==> config.mk <==
export PLATFORM = sky130hd
export DESIGN_NAME = csr_data
export DESIGN_NICKNAME = d
export VERILOG_FILES = /design/src/csr_pkg.sv /design/src/fcsr_regs.sv /design/src/perf_counters.sv /design/src/csr_read_mux.sv /design/src/csr_data.sv
export SDC_FILE = /design/constraint.sdc
export NUM_CORES = 1
export LEC_CHECK = 0
export ABC_AREA = 0
export ABC_CLOCK_PERIOD_IN_PS = 6600
export BUFFER_PORTS_ARGS = -buffer_cell sky130_fd_sc_hd__clkbuf_2
export CAP_MARGIN = 20
export CORE_UTILIZATION = 55
export CTS_CLUSTER_SIZE = 8
export DETAILED_ROUTE_END_ITERATION = 7
export PLACE_DENSITY = 0.79
export SETUP_SLACK_MARGIN = 0.5
export SLEW_MARGIN = 5
export SYNTH_ARGS = -nofsm -noshare
export SYNTH_HDL_FRONTEND = slang
export SYNTH_HIERARCHICAL = 1
export SYNTH_SLANG_ARGS = --single-unit
==> constraint.sdc <==
create_clock -name clk -period 6.6 [get_ports clk]
set_input_delay 0.33 -clock clk [delete_from_list [all_inputs] [get_ports clk]]
set_output_delay 0.33 -clock clk [all_outputs]
set_load 0.02 [all_outputs]
==> src/csr_pkg.sv <==
`default_nettype none

package csr_pkg;

    // Core configuration
    localparam int NUM_WARPS      = 4;
    localparam int NUM_THREADS    = 4;
    localparam int NUM_CORES      = 1;
    localparam int NUM_FPU_BLOCKS = 2;

    localparam int XLEN           = 32;
    localparam int CSR_ADDR_BITS  = 12;
    localparam int NW_BITS        = $clog2(NUM_WARPS);
    localparam int FFLAGS_BITS    = 5;
    localparam int FRM_BITS       = 3;
    localparam int FCSR_BITS      = FRM_BITS + FFLAGS_BITS;
    localparam int PERF_CTR_BITS  = 64;
    localparam int COMMIT_BITS    = 2;

    typedef logic [CSR_ADDR_BITS-1:0] csr_addr_t;
    typedef logic [XLEN-1:0]          csr_data_t;
    typedef logic [NW_BITS-1:0]       wid_t;
    typedef logic [NUM_THREADS-1:0]   tmask_t;
    typedef logic [NUM_WARPS-1:0]     wmask_t;
    typedef logic [FFLAGS_BITS-1:0]   fflags_t;
    typedef logic [FRM_BITS-1:0]      frm_t;
    // Rounding mode in the upper bits, flags below
    typedef logic [FCSR_BITS-1:0]     fcsr_t;
    typedef logic [PERF_CTR_BITS-1:0] perf_ctr_t;
    typedef logic [COMMIT_BITS-1:0]   commit_count_t;

    // Floating point
    localparam csr_addr_t CSR_FFLAGS      = 12'h001;
    localparam csr_addr_t CSR_FRM         = 12'h002;
    localparam csr_addr_t CSR_FCSR        = 12'h003;

    // Supervisor and machine trap setup, writes ignored
    localparam csr_addr_t CSR_SATP        = 12'h180;
    localparam csr_addr_t CSR_MSTATUS     = 12'h300;
    localparam csr_addr_t CSR_MEDELEG     = 12'h302;
    localparam csr_addr_t CSR_MIDELEG     = 12'h303;
    localparam csr_addr_t CSR_MIE         = 12'h304;
    localparam csr_addr_t CSR_MTVEC       = 12'h305;
    localparam csr_addr_t CSR_MEPC        = 12'h341;
    localparam csr_addr_t CSR_PMPCFG0     = 12'h3A0;
    localparam csr_addr_t CSR_PMPADDR0    = 12'h3B0;
    localparam csr_addr_t CSR_MNSTATUS    = 12'h744;

    // Machine information
    localparam csr_addr_t CSR_MISA        = 12'h301;
    localparam csr_addr_t CSR_MVENDORID   = 12'hF11;
    localparam csr_addr_t CSR_MARCHID     = 12'hF12;
    localparam csr_addr_t CSR_MIMPID      = 12'hF13;

    // Counters
    localparam csr_addr_t CSR_MCYCLE      = 12'hB00;
    localparam csr_addr_t CSR_MINSTRET    = 12'hB02;
    localparam csr_addr_t CSR_MCYCLE_H    = 12'hB80;
    localparam csr_addr_t CSR_MINSTRET_H  = 12'hB82;
    localparam csr_addr_t CSR_MPM_USER    = 12'hB03;
    localparam csr_addr_t CSR_MPM_USER_H  = 12'hB83;
    localparam int        MPM_USER_COUNT  = 29;

    // Core information
    localparam csr_addr_t CSR_WARP_ID     = 12'hCC0;
    localparam csr_addr_t CSR_CORE_ID     = 12'hCC1;
    localparam csr_addr_t CSR_WARP_MASK   = 12'hCC2;
    localparam csr_addr_t CSR_THREAD_MASK = 12'hCC3;
    localparam csr_addr_t CSR_NUM_THREADS = 12'hFC0;
    localparam csr_addr_t CSR_NUM_WARPS   = 12'hFC1;
    localparam csr_addr_t CSR_NUM_CORES   = 12'hFC2;

    // Identification values
    localparam csr_data_t VENDOR_ID         = 32'h0000_0000;
    localparam csr_data_t ARCHITECTURE_ID   = 32'h0000_0007;
    localparam csr_data_t IMPLEMENTATION_ID = 32'h0000_0103;

    // MXL=1 for a 32-bit machine, extensions I, M and F
    localparam csr_data_t MISA_VALUE = (csr_data_t'(1) << (XLEN - 2))
                                     | (csr_data_t'(1) << 8)
                                     | (csr_data_t'(1) << 12)
                                     | (csr_data_t'(1) << 5);

endpackage

`default_nettype wire

==> src/fcsr_regs.sv <==
`timescale 1ns/10ps
`default_nettype none

module fcsr_regs import csr_pkg::*; (
    input  wire                               clk,
    input  wire                               reset,

    input  wire                               write_enable,
    input  csr_addr_t                         write_addr,
    input  wid_t                              write_wid,
    input  csr_data_t                         write_data,

    input  wire [NUM_FPU_BLOCKS-1:0]          fpu_flags_valid,
    input  wid_t    [NUM_FPU_BLOCKS-1:0]      fpu_flags_wid,
    input  fflags_t [NUM_FPU_BLOCKS-1:0]      fpu_flags,

    input  wid_t    [NUM_FPU_BLOCKS-1:0]      fpu_frm_wid,
    output frm_t    [NUM_FPU_BLOCKS-1:0]      fpu_frm,

    output fcsr_t   [NUM_WARPS-1:0]           fcsr_state,
    output logic                              write_addr_valid
);

    fcsr_t [NUM_WARPS-1:0] fcsr_r;
    fcsr_t [NUM_WARPS-1:0] fcsr_n;

    // Address decode, independent of write_enable
    always_comb begin
        case (write_addr)
            CSR_FFLAGS,
            CSR_FRM,
            CSR_FCSR,
            CSR_SATP,
            CSR_MSTATUS,
            CSR_MNSTATUS,
            CSR_MEDELEG,
            CSR_MIDELEG,
            CSR_MIE,
            CSR_MTVEC,
            CSR_MEPC,
            CSR_PMPCFG0,
            CSR_PMPADDR0: write_addr_valid = 1'b1;
            default:      write_addr_valid = 1'b0;
        endcase
    end

    always_comb begin
        fcsr_n = fcsr_r;
        // Accrue FPU flags first, several blocks may hit one warp
        for (int i = 0; i < NUM_FPU_BLOCKS; i++) begin
            if (fpu_flags_valid[i]) begin
                fcsr_n[fpu_flags_wid[i]][FFLAGS_BITS-1:0] =
                    fcsr_n[fpu_flags_wid[i]][FFLAGS_BITS-1:0] | fpu_flags[i];
            end
        end
        // CSR write then overrides the addressed field
        if (write_enable) begin
            case (write_addr)
                CSR_FFLAGS: fcsr_n[write_wid][FFLAGS_BITS-1:0] = write_data[FFLAGS_BITS-1:0];
                CSR_FRM:    fcsr_n[write_wid][FCSR_BITS-1:FFLAGS_BITS] = write_data[FRM_BITS-1:0];
                CSR_FCSR:   fcsr_n[write_wid] = write_data[FCSR_BITS-1:0];
                default: begin
                end
            endcase
        end
    end

    always_ff @(posedge clk) begin
        if (reset) begin
            fcsr_r <= '0;
        end else begin
            fcsr_r <= fcsr_n;
        end
    end

    // Rounding-mode lookups for the FPU blocks
    for (genvar i = 0; i < NUM_FPU_BLOCKS; i++) begin : g_frm
        assign fpu_frm[i] = fcsr_r[fpu_frm_wid[i]][FCSR_BITS-1:FFLAGS_BITS];
    end

    assign fcsr_state = fcsr_r;

endmodule

`default_nettype wire

==> src/perf_counters.sv <==
`timescale 1ns/10ps
`default_nettype none

module perf_counters import csr_pkg::*; (
    input  wire           clk,
    input  wire           reset,
    input  commit_count_t commit_count,
    output perf_ctr_t     cycles,
    output perf_ctr_t     instret
);

    perf_ctr_t cycles_r;
    perf_ctr_t instret_r;

    // Free-running cycle count
    always_ff @(posedge clk) begin
        if (reset) begin
            cycles_r <= '0;
        end else begin
            cycles_r <= cycles_r + perf_ctr_t'(1);
        end
    end

    // Retired instructions, up to three per cycle
    always_ff @(posedge clk) begin
        if (reset) begin
            instret_r <= '0;
        end else begin
            instret_r <= instret_r + perf_ctr_t'(commit_count);
        end
    end

    assign cycles  = cycles_r;
    assign instret = instret_r;

endmodule

`default_nettype wire

==> src/csr_read_mux.sv <==
`timescale 1ns/10ps
`default_nettype none

module csr_read_mux import csr_pkg::*; #(
    parameter int CORE_ID = 0
) (
    input  csr_addr_t                 read_addr,
    input  wid_t                      read_wid,

    input  fcsr_t  [NUM_WARPS-1:0]    fcsr_state,

    input  perf_ctr_t                 cycles,
    input  perf_ctr_t                 instret,

    input  wmask_t                    active_warps,
    input  tmask_t [NUM_WARPS-1:0]    thread_masks,

    output csr_data_t                 read_data_ro,
    output csr_data_t                 read_data_rw,
    output logic                      read_addr_valid
);

    fcsr_t   sel_fcsr;
    fflags_t sel_fflags;
    frm_t    sel_frm;
    logic    in_mpm_user;
    logic    in_mpm_user_h;

    assign sel_fcsr   = fcsr_state[read_wid];
    assign sel_fflags = sel_fcsr[FFLAGS_BITS-1:0];
    assign sel_frm    = sel_fcsr[FCSR_BITS-1:FFLAGS_BITS];

    // User counter windows, both read as zero
    assign in_mpm_user   = (read_addr >= CSR_MPM_USER)
                        && (int'(read_addr) < int'(CSR_MPM_USER) + MPM_USER_COUNT);
    assign in_mpm_user_h = (read_addr >= CSR_MPM_USER_H)
                        && (int'(read_addr) < int'(CSR_MPM_USER_H) + MPM_USER_COUNT);

    always_comb begin
        read_data_ro    = '0;
        read_data_rw    = '0;
        read_addr_valid = 1'b1;
        case (read_addr)
            // Read-write floating point view
            CSR_FFLAGS:      read_data_rw = csr_data_t'(sel_fflags);
            CSR_FRM:         read_data_rw = csr_data_t'(sel_frm);
            CSR_FCSR:        read_data_rw = csr_data_t'(sel_fcsr);

            CSR_MVENDORID:   read_data_ro = VENDOR_ID;
            CSR_MARCHID:     read_data_ro = ARCHITECTURE_ID;
            CSR_MIMPID:      read_data_ro = IMPLEMENTATION_ID;
            CSR_MISA:        read_data_ro = MISA_VALUE;

            CSR_WARP_ID:     read_data_ro = csr_data_t'(read_wid);
            CSR_CORE_ID:     read_data_ro = csr_data_t'(CORE_ID);
            CSR_WARP_MASK:   read_data_ro = csr_data_t'(active_warps);
            CSR_THREAD_MASK: read_data_ro = csr_data_t'(thread_masks[read_wid]);
            CSR_NUM_THREADS: read_data_ro = csr_data_t'(NUM_THREADS);
            CSR_NUM_WARPS:   read_data_ro = csr_data_t'(NUM_WARPS);
            CSR_NUM_CORES:   read_data_ro = csr_data_t'(NUM_CORES);

            // Counter halves
            CSR_MCYCLE:      read_data_ro = cycles[XLEN-1:0];
            CSR_MCYCLE_H:    read_data_ro = cycles[PERF_CTR_BITS-1:XLEN];
            CSR_MINSTRET:    read_data_ro = instret[XLEN-1:0];
            CSR_MINSTRET_H:  read_data_ro = instret[PERF_CTR_BITS-1:XLEN];

            // Trap registers are not implemented
            CSR_SATP,
            CSR_MSTATUS,
            CSR_MNSTATUS,
            CSR_MEDELEG,
            CSR_MIDELEG,
            CSR_MIE,
            CSR_MTVEC,
            CSR_MEPC,
            CSR_PMPCFG0,
            CSR_PMPADDR0:    read_data_ro = '0;

            default: begin
                read_addr_valid = in_mpm_user || in_mpm_user_h;
            end
        endcase
    end

endmodule

`default_nettype wire

==> src/csr_data.sv <==
`timescale 1ns/10ps
`default_nettype none

module csr_data import csr_pkg::*; #(
    parameter int CORE_ID = 0
) (
    input  wire                               clk,
    input  wire                               reset,

    input  csr_addr_t                         read_addr,
    input  wid_t                              read_wid,
    output csr_data_t                         read_data_ro,
    output csr_data_t                         read_data_rw,
    output logic                              read_addr_valid,

    input  wire                               write_enable,
    input  csr_addr_t                         write_addr,
    input  wid_t                              write_wid,
    input  csr_data_t                         write_data,
    output logic                              write_addr_valid,

    input  wire [NUM_FPU_BLOCKS-1:0]          fpu_flags_valid,
    input  wid_t    [NUM_FPU_BLOCKS-1:0]      fpu_flags_wid,
    input  fflags_t [NUM_FPU_BLOCKS-1:0]      fpu_flags,
    input  wid_t    [NUM_FPU_BLOCKS-1:0]      fpu_frm_wid,
    output frm_t    [NUM_FPU_BLOCKS-1:0]      fpu_frm,

    input  commit_count_t                     commit_count,
    input  wmask_t                            active_warps,
    input  tmask_t  [NUM_WARPS-1:0]           thread_masks
);

    fcsr_t [NUM_WARPS-1:0] fcsr_state;
    perf_ctr_t             cycles;
    perf_ctr_t             instret;

    fcsr_regs i_fcsr_regs (
        .clk              (clk),
        .reset            (reset),
        .write_enable     (write_enable),
        .write_addr       (write_addr),
        .write_wid        (write_wid),
        .write_data       (write_data),
        .fpu_flags_valid  (fpu_flags_valid),
        .fpu_flags_wid    (fpu_flags_wid),
        .fpu_flags        (fpu_flags),
        .fpu_frm_wid      (fpu_frm_wid),
        .fpu_frm          (fpu_frm),
        .fcsr_state       (fcsr_state),
        .write_addr_valid (write_addr_valid)
    );

    perf_counters i_perf_counters (
        .clk          (clk),
        .reset        (reset),
        .commit_count (commit_count),
        .cycles       (cycles),
        .instret      (instret)
    );

    csr_read_mux #(
        .CORE_ID (CORE_ID)
    ) i_csr_read_mux (
        .read_addr       (read_addr),
        .read_wid        (read_wid),
        .fcsr_state      (fcsr_state),
        .cycles          (cycles),
        .instret         (instret),
        .active_warps    (active_warps),
        .thread_masks    (thread_masks),
        .read_data_ro    (read_data_ro),
        .read_data_rw    (read_data_rw),
        .read_addr_valid (read_addr_valid)
    );

endmodule

`default_nettype wire

# Yosys cells after proc, flatten, opt, wreduce, memory -nomap -nowiden
# Index checks and enable logic that the tools add are counted.
dict set report word_totals {
  ff_bits 160
  input_bits 105
}
dict set report classes {
  n_addsub 2
  order_cmp 13
  n_eq_ne 41
  n_mux 35
  bitwise_logic 2
  n_reduce_logical 9
}
# op n
set ops {}
lappend ops {{32-bit one-hot mux with 12 select lines} 1}
lappend ops {{12-bit by 10-bit equality test with 1-bit output, second input constant} 17}
lappend ops {{12-bit equality test, second input constant} 14}
lappend ops {{32-bit bitwise mux} 5}
lappend ops {{32-bit 2-to-1 mux} 3}
lappend ops {{32-bit one-hot mux with 3 select lines} 1}
lappend ops {{8-bit binary-select mux with 2-bit select} 5}
lappend ops {{8-bit demux with 2-bit select} 5}
lappend ops {{64-bit by 1-bit adder with 64-bit output, second input constant} 1}
lappend ops {{64-bit by 2-bit adder with 64-bit output} 1}
lappend ops {{12-bit by 2-bit equality test with 1-bit output, second input constant} 4}
lappend ops {{8-bit 2-to-1 mux} 5}
lappend ops {{28-bit OR reduction} 1}
lappend ops {{5-bit 2-to-1 mux} 5}
lappend ops {{12-bit by 1-bit equality test with 1-bit output, second input constant} 2}
lappend ops {{12-bit by 11-bit equality test with 1-bit output, second input constant} 2}
lappend ops {{12-bit by 9-bit equality test with 1-bit output, second input constant} 2}
lappend ops {{12-bit greater-or-equal comparator, second input constant} 2}
lappend ops {{12-bit less-than comparator, second input constant} 2}
lappend ops {{8-bit one-hot mux with 3 select lines} 1}
lappend ops {{2-bit by 3-bit less-than comparator with 1-bit output, second input constant} 6}
lappend ops {{13-bit OR reduction} 1}
lappend ops {{5-bit OR} 2}
lappend ops {{4-bit binary-select mux with 2-bit select} 1}
lappend ops {{6 further kinds} 13}

# Logic depth before layout (Yosys ltp)
# Gate-level depths: netlist of run 1.
dict set report depth {
  ltp_word 14
  ltp_mapped 10
  ltp_nobuf 8
}

# By module
# Netlist of run 1, hierarchy kept.
# mod instances cells_per_inst area_each_um2 seq_area_each_um2
set by_module_without_submodules {}
lappend by_module_without_submodules {perf_counters 1 698 5888.1 2562.5}
lappend by_module_without_submodules {csr_read_mux 1 254 1889.3 0.0}
lappend by_module_without_submodules {fcsr_regs 1 184 1871.8 640.6}

# Worst setup path after synthesis of run 1
# OpenSTA, ideal clock, no wires.
dict set report synth_timing {
  kind {input-to-reg}
  start {input port commit_count[0]}
  end {register i_perf_counters.instret_r[50] (netlist: i_perf_counters/instret[50])}
  t_arrival_ns 2.340
  required_ns 6.468
  setup_slack_ns 4.128
  path_stages 10
  cell_sequence {ha_1 > inv_1 > fa_1 > nand4b_1 > and4bb_2 > nand4_1 > clkbuf_1 > clkbuf_1 > o31ai_1 > a21oi_1}
}
dict set report synth_via {
  elab_chain_len 1
}
# item line
set synth_rtl {}
lappend synth_rtl {{start, declared} csr_data.sv:28} ;# input commit_count_t commit_count,
lappend synth_rtl {{64-bit by 2-bit adder with 64-bit output} perf_counters.sv:29} ;# instret_r <= instret_r + perf_ctr_t'(commit_count);
lappend synth_rtl {{end signal, assigned} perf_counters.sv:29}
lappend synth_rtl {{end, declared} perf_counters.sv:13} ;# perf_ctr_t instret_r;
# No other way between the ends.
# A chain may end at the register's enable or synchronous reset.

# Worst setup path in the final report of run 1
dict set report layout_timing {
  start {register i_perf_counters.instret_r[0] (netlist: i_perf_counters/instret[0])}
  end {register i_perf_counters.instret_r[60] (netlist: i_perf_counters/instret[60])}
}
dict set report layout_via {
  elab_chain_len 1
}
# item line
set layout_rtl {}
lappend layout_rtl {{64-bit by 2-bit adder with 64-bit output} perf_counters.sv:29}
# No other way between the ends.

==> results of run 1 <==
## final cells by class
type	count	area [um^2]	share of cell area, %
multi-input cells	908	6060	55.8
inverters	17	63.8	0.588
well taps	225	282	2.59
clock buffers	18	439	4.05
repair buffers	133	684	6.31
flip-flops and latches	160	3200	29.5
clock inverters	14	123	1.13
## Yosys cell counts (all sizes together), types with 21 or more instances
library cell  count
a211oi           21
buf              45
nand4            55
xnor2            26
a21oi            64
clkbuf           29
nor2            128
dfxtp           160
a22oi            58
nor4             23
a221oi           21
or3              42
nand3            65
xor2             45
o21ai            40
nand2            86
## power by group
| group | internal, W | total (W) | leakage [nW] | switching [W] |
|---|---|---|---|---|
| clock | 0.000504 | 0.000944 | 0.270 | 0.000440 |
| combinational | 0.0000595 | 0.000153 | 2.43 | 0.0000931 |
| sequential | 0.000977 | 0.000988 | 1.29 | 0.0000108 |
| total | 0.00154 | 0.00209 | 3.99 | 0.000544 |
## worst paths after layout
kind	depth (start not counted)	slack, ns	startpoint	end
setup reg to reg	9	3.38	i_perf_counters/instret[0]	i_perf_counters/instret[60]
hold reg to reg	2	0.50	i_perf_counters/instret[63]	i_perf_counters/instret[63]
hold / removal	3	0.23	write_data[4]	i_fcsr_regs/fcsr_state[20]
setup / recovery	9	3.38	i_perf_counters/instret[0]	i_perf_counters/instret[60]
## layout by cell type (no fill, tap or decap), types with 6 or more instances in the layout
master / synthesis / layout
a211oi_1: 21 / 21
a21oi_1: 64 / 64
a221oi_1: 21 / 21
a22oi_1: 58 / 58
and2_1: 13 / 13
and3_1: 20 / 20
and4_1: 7 / 7
clkbuf_16: 0 / 17
clkbuf_2: 0 / 127
conb_1: 1 / 24
dfxtp_1: 160 / 160
inv_1: 17 / 17
mux2i_1: 17 / 17
mux4_2: 18 / 18
nand2_1: 84 / 84
nand2b_1: 14 / 14
nand3_1: 63 / 63
nand4_1: 45 / 45
nand4_2: 9 / 9
nor2_1: 126 / 126
nor2b_1: 11 / 11
nor3_1: 8 / 8
nor4_1: 13 / 13
nor4_2: 6 / 6
o21ai_0: 39 / 39
o31ai_1: 19 / 19
or2_2: 9 / 9
or3_1: 42 / 42
or4_1: 18 / 18
xnor2_1: 26 / 26
xor2_1: 45 / 45
## cell families (layout without fill, tap and decap cells)
logic type,count (synthesis),after routing,share of synthesized area [%]
AO/OA/AOI/OAI,242,242,16.6
flip-flops,160,160,33.2
buffers and inverters,91,182,5.07
other,1,24,0.0389
AND/OR/NAND/NOR,532,532,32.0
adder cells (fa/ha/maj),4,4,0.597
XOR/XNOR,71,71,6.44
multiplexers,35,35,5.96
## state kept, by name, indices dropped and copies added (netlist names)
name / count
i_perf_counters/cycles: 64
i_perf_counters/instret: 64
i_fcsr_regs/fcsr_state: 32
## critical path, delay by kind of cell (launching register included)
kind	cells	cell delay, ns
AOI/OAI and AO/OA	1	0.18
adders and majority gates	2	0.58
buffers and inverters	2	0.38
DFF	1	0.35
and+or+nand+nor	4	1.65
## stage by stage
step	util, %	std cells
floorplan	-	1159
finish	63.0	1475
CTS	62.9	1474
global placement	59.6	1442
global route	63.0	1475
detailed placement	59.6	1442
## layer usage
metal / share of wire [%] / global-route usage [%] / up-vias
met3: 7.5 / 5.18 / 70
li1: - / - / 4453
met2: 47 / 47.2 / 421
met5: 0 / 0 / -
met4: 2.9 / 10.7 / 0
met1: 43 / 38.8 / 4423
==> summary.txt, run 1 <==
STA
  • Final min period: 3.22 ns
  • Clk_skew: 0.0125 ns
  • Max-slew violation count: 0
  • Final Hold Viols: 0
  • Max Clk Rate: 310 MHz
  • Max_slew headroom: 28.3%
  • Least-Margin Pin Slew: 1.06 ns
  • Hold slack final: 0.227 ns
  • Setup ws final: 3.38 ns
  • RSZ-0062 raised after global routing: no
  • Endpoints failing setup: 0
  • Sum Neg Setup Slack: 0 ns
  • Final Cycle Share: 48.8%

Clock tree
  • Htree depth: 4
  • CTS Buf Count: 17
  • CTS root buffer: clkbuf_16
  • Clk Latency, worst-skew pair: 0.43 ns
  • CTS Hold Bufs: 0
  • Clk sinks: 160
  • Post-CTS setup buffer count: 0
  • Clock Pin Slew Worst Setup and Hold Paths: 0.07 ns
  • CTS tree: yes
  • Post-CTS sizing: 0
  • CTS Buffer Depth: 2

Pwr
  • Power per cell area: 192 mW/mm^2
  • Total power: 0.00209 W
  • Peak supply drop: 0.177 mV
  • LEAKAGE: 3.99 nW

Yosys
  • Fraction of registers with async set/reset: 0%
  • Area share of the largest cell type after synthesis: 33.2%
  • Syn avg cell area: 8.49 um^2
  • Main synth FF type: dfxtp_1
  • Area leader, netlist: dfxtp_1
  • Synthesized netlist cell count: 1136
  • Ys Warns: 6
  • Synth cell types: 68
  • Flops & latches, synth: 160
  • Synth Cell Area: 0.00965 mm^2
  • Post-synth EDFFs: 0
  • Synth top area cells: dfxtp_1 33%, nor2_1 4.9%, a22oi_1 4.5%, mux4_2 4.2%, xor2_1 4.1%
  • Register area share after synthesis: 33.2%

Drt
  • WL per Instance: 17.9 um
  • DRC errors left: 0
  • Initial drt markers: 1170
  • Pre-antenna DRT Iters: 5
  • Drt total wl: 26400 um
  • ANT nets after route: 0
  • Vias per cell: 6.35
  • DR vias: 9367

Floorplan
  • Die width: 134 um
  • Ports: 177
  • Die height: 134 um
  • Full die area: 0.0181 mm^2
  • Core ar.: 0.0172 mm^2
  • Starting Density: 56.0%
  • Site row count: 48

Worst hold path
  • HP Class: in2reg

Placement
  • Post-DP HPWL: 18700 um
  • # port buffers: 128
  • Pre-CTS setup slack: 3.01 ns
  • Post-DP Area: 0.0103 mm^2
  • Final Wtd Congestion: 0.910

Setup path
  • Crit path cell chain: ha_1, inv_1, fa_1, nand4b_1, and4bb_2, nand4_1, buf_6, or4_1, a21oi_1
  • CP max-delay cell: or4_1
  • Crit path capture type: flop
  • Largest stage delay on the critical path: 0.49 ns
  • Setup CP Type: reg2reg
  • WP data required: 6.95 ns
  • Setup crit start kind: flop
  • Crit-path max FO: 17
  • Arrival time worst endpoint: 3.57 ns

GRT
  • Largest net degree at the start of global routing: 88
  • Initial antenna violation count: 0
  • First-pass GRT wire length: 42000 um
  • Grt ovf: 0
  • Vias in the first global route: 8458
  • Tot GR Track Use: 29.1%

Final layout
  • Fillers: 1453
  • Diodes inserted: 0
  • Post-route cell area: 0.0109 mm^2
  • Syn-to-layout area delta: 12.4%
  • Nets: 1346
  • Share of layout cells above drive strength 1: 18.6%

Job
  • Max-Cap Viols: 0

Run status
  • Status: completed
(Power assumes the default switching activity.)
==> inputs of run 2 (changes only) <==
- ABC_CLOCK_PERIOD_IN_PS: 6600 -> 3000
- clock period: 6.6 -> 3 ns (I/O delays scaled with it)
==> summary.txt, run 2 (same netlist as run 1, synthesis figures left out) <==
Pwr
  • Power per cell area: 411 mW/mm^2 (was 192 mW/mm^2)
  • LEAKAGE: 4.21 nW (was 3.99 nW)
  • Peak supply drop: 0.378 mV (was 0.177 mV)

Drt
  • Pre-antenna DRT Iters: 6 (was 5)
  • ANT nets after route: 0 (unchanged)
  • Vias per cell: 6.44 (was 6.35)
  • WL per Instance: 18.4 um (was 17.9 um)
  • Max layer used: met4 (unchanged)
  • M1 WL: 11600 um (was 11400 um)
  • DR vias: 9704 (was 9367)
  • DR WL met2: 13000 um (was 12300 um)
  • Drt total wl: 27700 um (was 26400 um)
  • DRC errors left: 0 (unchanged)
  • Metal3 WL: 2200 um (was 1970 um)
  • Initial drt markers: 1251 (was 1170)

GRT
  • Initial antenna violation count: 0 (unchanged)
  • Tot GR Track Use: 30.4% (was 29.1%)
  • First-pass GRT wire length: 44000 um (was 42000 um)
  • Largest net degree at the start of global routing: 81 (was 88)
  • Grt ovf: 0 (unchanged)
  • Vias in the first global route: 8835 (was 8458)

STA
  • Clk_skew: 0.00757 ns (was 0.0125 ns)
  • Final Cycle Share: 87.0% (was 48.8%)
  • Final min period: 2.61 ns (was 3.22 ns)
  • Max_slew headroom: 45.4% (was 28.3%)
  • Max-slew violation count: 0 (unchanged)
  • RSZ-0062 raised after global routing: yes (was no)
  • Sum Neg Setup Slack: 0 ns (unchanged)
  • Least-Margin Pin Slew: 0.819 ns (was 1.06 ns)
  • Final Hold Viols: 0 (unchanged)
  • Max Clk Rate: 383 MHz (was 310 MHz)
  • Endpoints failing setup: 0 (unchanged)

Final layout
  • Share of layout cells above drive strength 1: 22.0% (was 18.6%)
  • Fin util: 65.3% (was 63.0%)
  • Syn-to-layout area delta: 16.6% (was 12.4%)
  • Most frequent cells in the layout: 159 x dfxtp_1, 127 x clkbuf_2, 126 x nor2_1 (was 160 x dfxtp_1, 127 x clkbuf_2, 126 x nor2_1)
  • Diodes inserted: 0 (unchanged)
  • Final non-filler cell total: 1506 (was 1475)
  • Nets: 1377 (was 1346)
  • Most common cell after layout, fill and taps aside: dfxtp_1 (unchanged)

Placement
  • Final Wtd Congestion: 0.929 (was 0.910)
  • Post-DP HPWL: 19600 um (was 18700 um)
  • # port buffers: 128 (unchanged)
  • DP Cell Count: 1458 (was 1442)

Setup path
  • Crit path capture type: flop (unchanged)
  • Crit-path max FO: 6 (was 17)
  • Flop2flop setup slack: 0.39 ns (was 3.38 ns)
  • Setup CP Type: reg2reg (unchanged)
  • WP data required: 3.37 ns (was 6.95 ns)
  • Setup crit start kind: flop (unchanged)
  • Arrival time worst endpoint: 2.98 ns (was 3.57 ns)
  • R2R depth: 10 (was 9)

Clock tree
  • Clk Latency, worst-skew pair: 0.43 ns (about the same)
  • CTS Buf Count: 17 (unchanged)
  • CTS Buffer Depth: 2 (unchanged)
  • CTS tree: yes (unchanged)
  • Clk sinks: 160 (unchanged)
  • Htree depth: 4 (unchanged)
  • Clock Pin Slew Worst Setup and Hold Paths: 0.07 ns (about the same)
  • CTS root buffer: clkbuf_16 (unchanged)

Run status
  • Status: completed (unchanged)

Job
  • Max-Cap Viols: 0 (unchanged)

Floorplan
  • Core ar.: 0.0172 mm^2 (unchanged)
  • Ports: 177 (unchanged)
  • Starting Density: 56.0% (unchanged)
  • Full die area: 0.0181 mm^2 (unchanged)
  • Die width: 134 um (unchanged)
  • Site row count: 48 (unchanged)
  • Die height: 134 um (unchanged)

Worst hold path
  • Hold Path Depth: 3 (unchanged)
  • HP Class: in2reg (unchanged)
run 2: critical path, cell delays in order, from the launching register on:
cell      delay [ns]
dfxtp_2         0.35
ha_4            0.14
inv_2           0.03
fa_2            0.33
nand4b_1        0.30
and4bb_2        0.39
nand4_1         0.14
buf_4           0.18
buf_6           0.12
or4_4           0.42
a21oi_2         0.13
run 2: metal layers:
layer	GRT usage, %	vias to the layer above
met1	41.3	4640
met5	0	-
li1	-	4504
met2	48.1	491
met4	12.8	0
met3	4.95	69
run 2: worst paths after layout:
check | from | endpoint
worst max-delay path | i_perf_counters/instret[0] | i_perf_counters/instret[50]
worst min-delay path | write_data[3] | i_fcsr_regs/fcsr_state[27]
worst max register to register | i_perf_counters/instret[0] | i_perf_counters/instret[50]
worst min register to register | i_perf_counters/instret[63] | i_perf_counters/instret[63]
run 2: cell type report:
| cell class | count | area (um^2) |
|---|---|---|
| fillers | 1417 | 5980 |
| inverters | 17 | 63.8 |
| repair buffers | 164 | 971 |
| clock inverters | 15 | 143 |
| well taps | 225 | 282 |
| flip-flops and latches | 160 | 3200 |
| clock buffers | 17 | 425 |
| multi-input cells | 908 | 6160 |
run 2: repair_timing:
item,4_1_cts,5_1_grt
buffers inserted,5,8
pin swaps,9,22
hold buffers,0,0
gates cloned,1,2
setup endpoints to repair,15,24
gates resized for setup,7,34
run 2: stage by stage:
step,hold slack [ns],area [um^2],total power [W],worst slack (ns)
final,0.0331,11300,0.00462,0.390
after global routing,0.0345,11300,0.00477,0.336
after CTS,0.0223,11000,0.00464,0.449
after detailed placement,0.482,10400,0.00256,0.278
after global placement,0.474,10400,0.00255,0.351
after floorplan,0.333,9740,0.00245,0.542
run 2: where the power goes:
part	total [W]	switching [W]	internal [W]
combinational	0.000353	0.000212	0.000141
sequential	0.00217	0.0000229	0.00215
clock	0.00210	0.000995	0.00110
total	0.00462	0.00123	0.00339
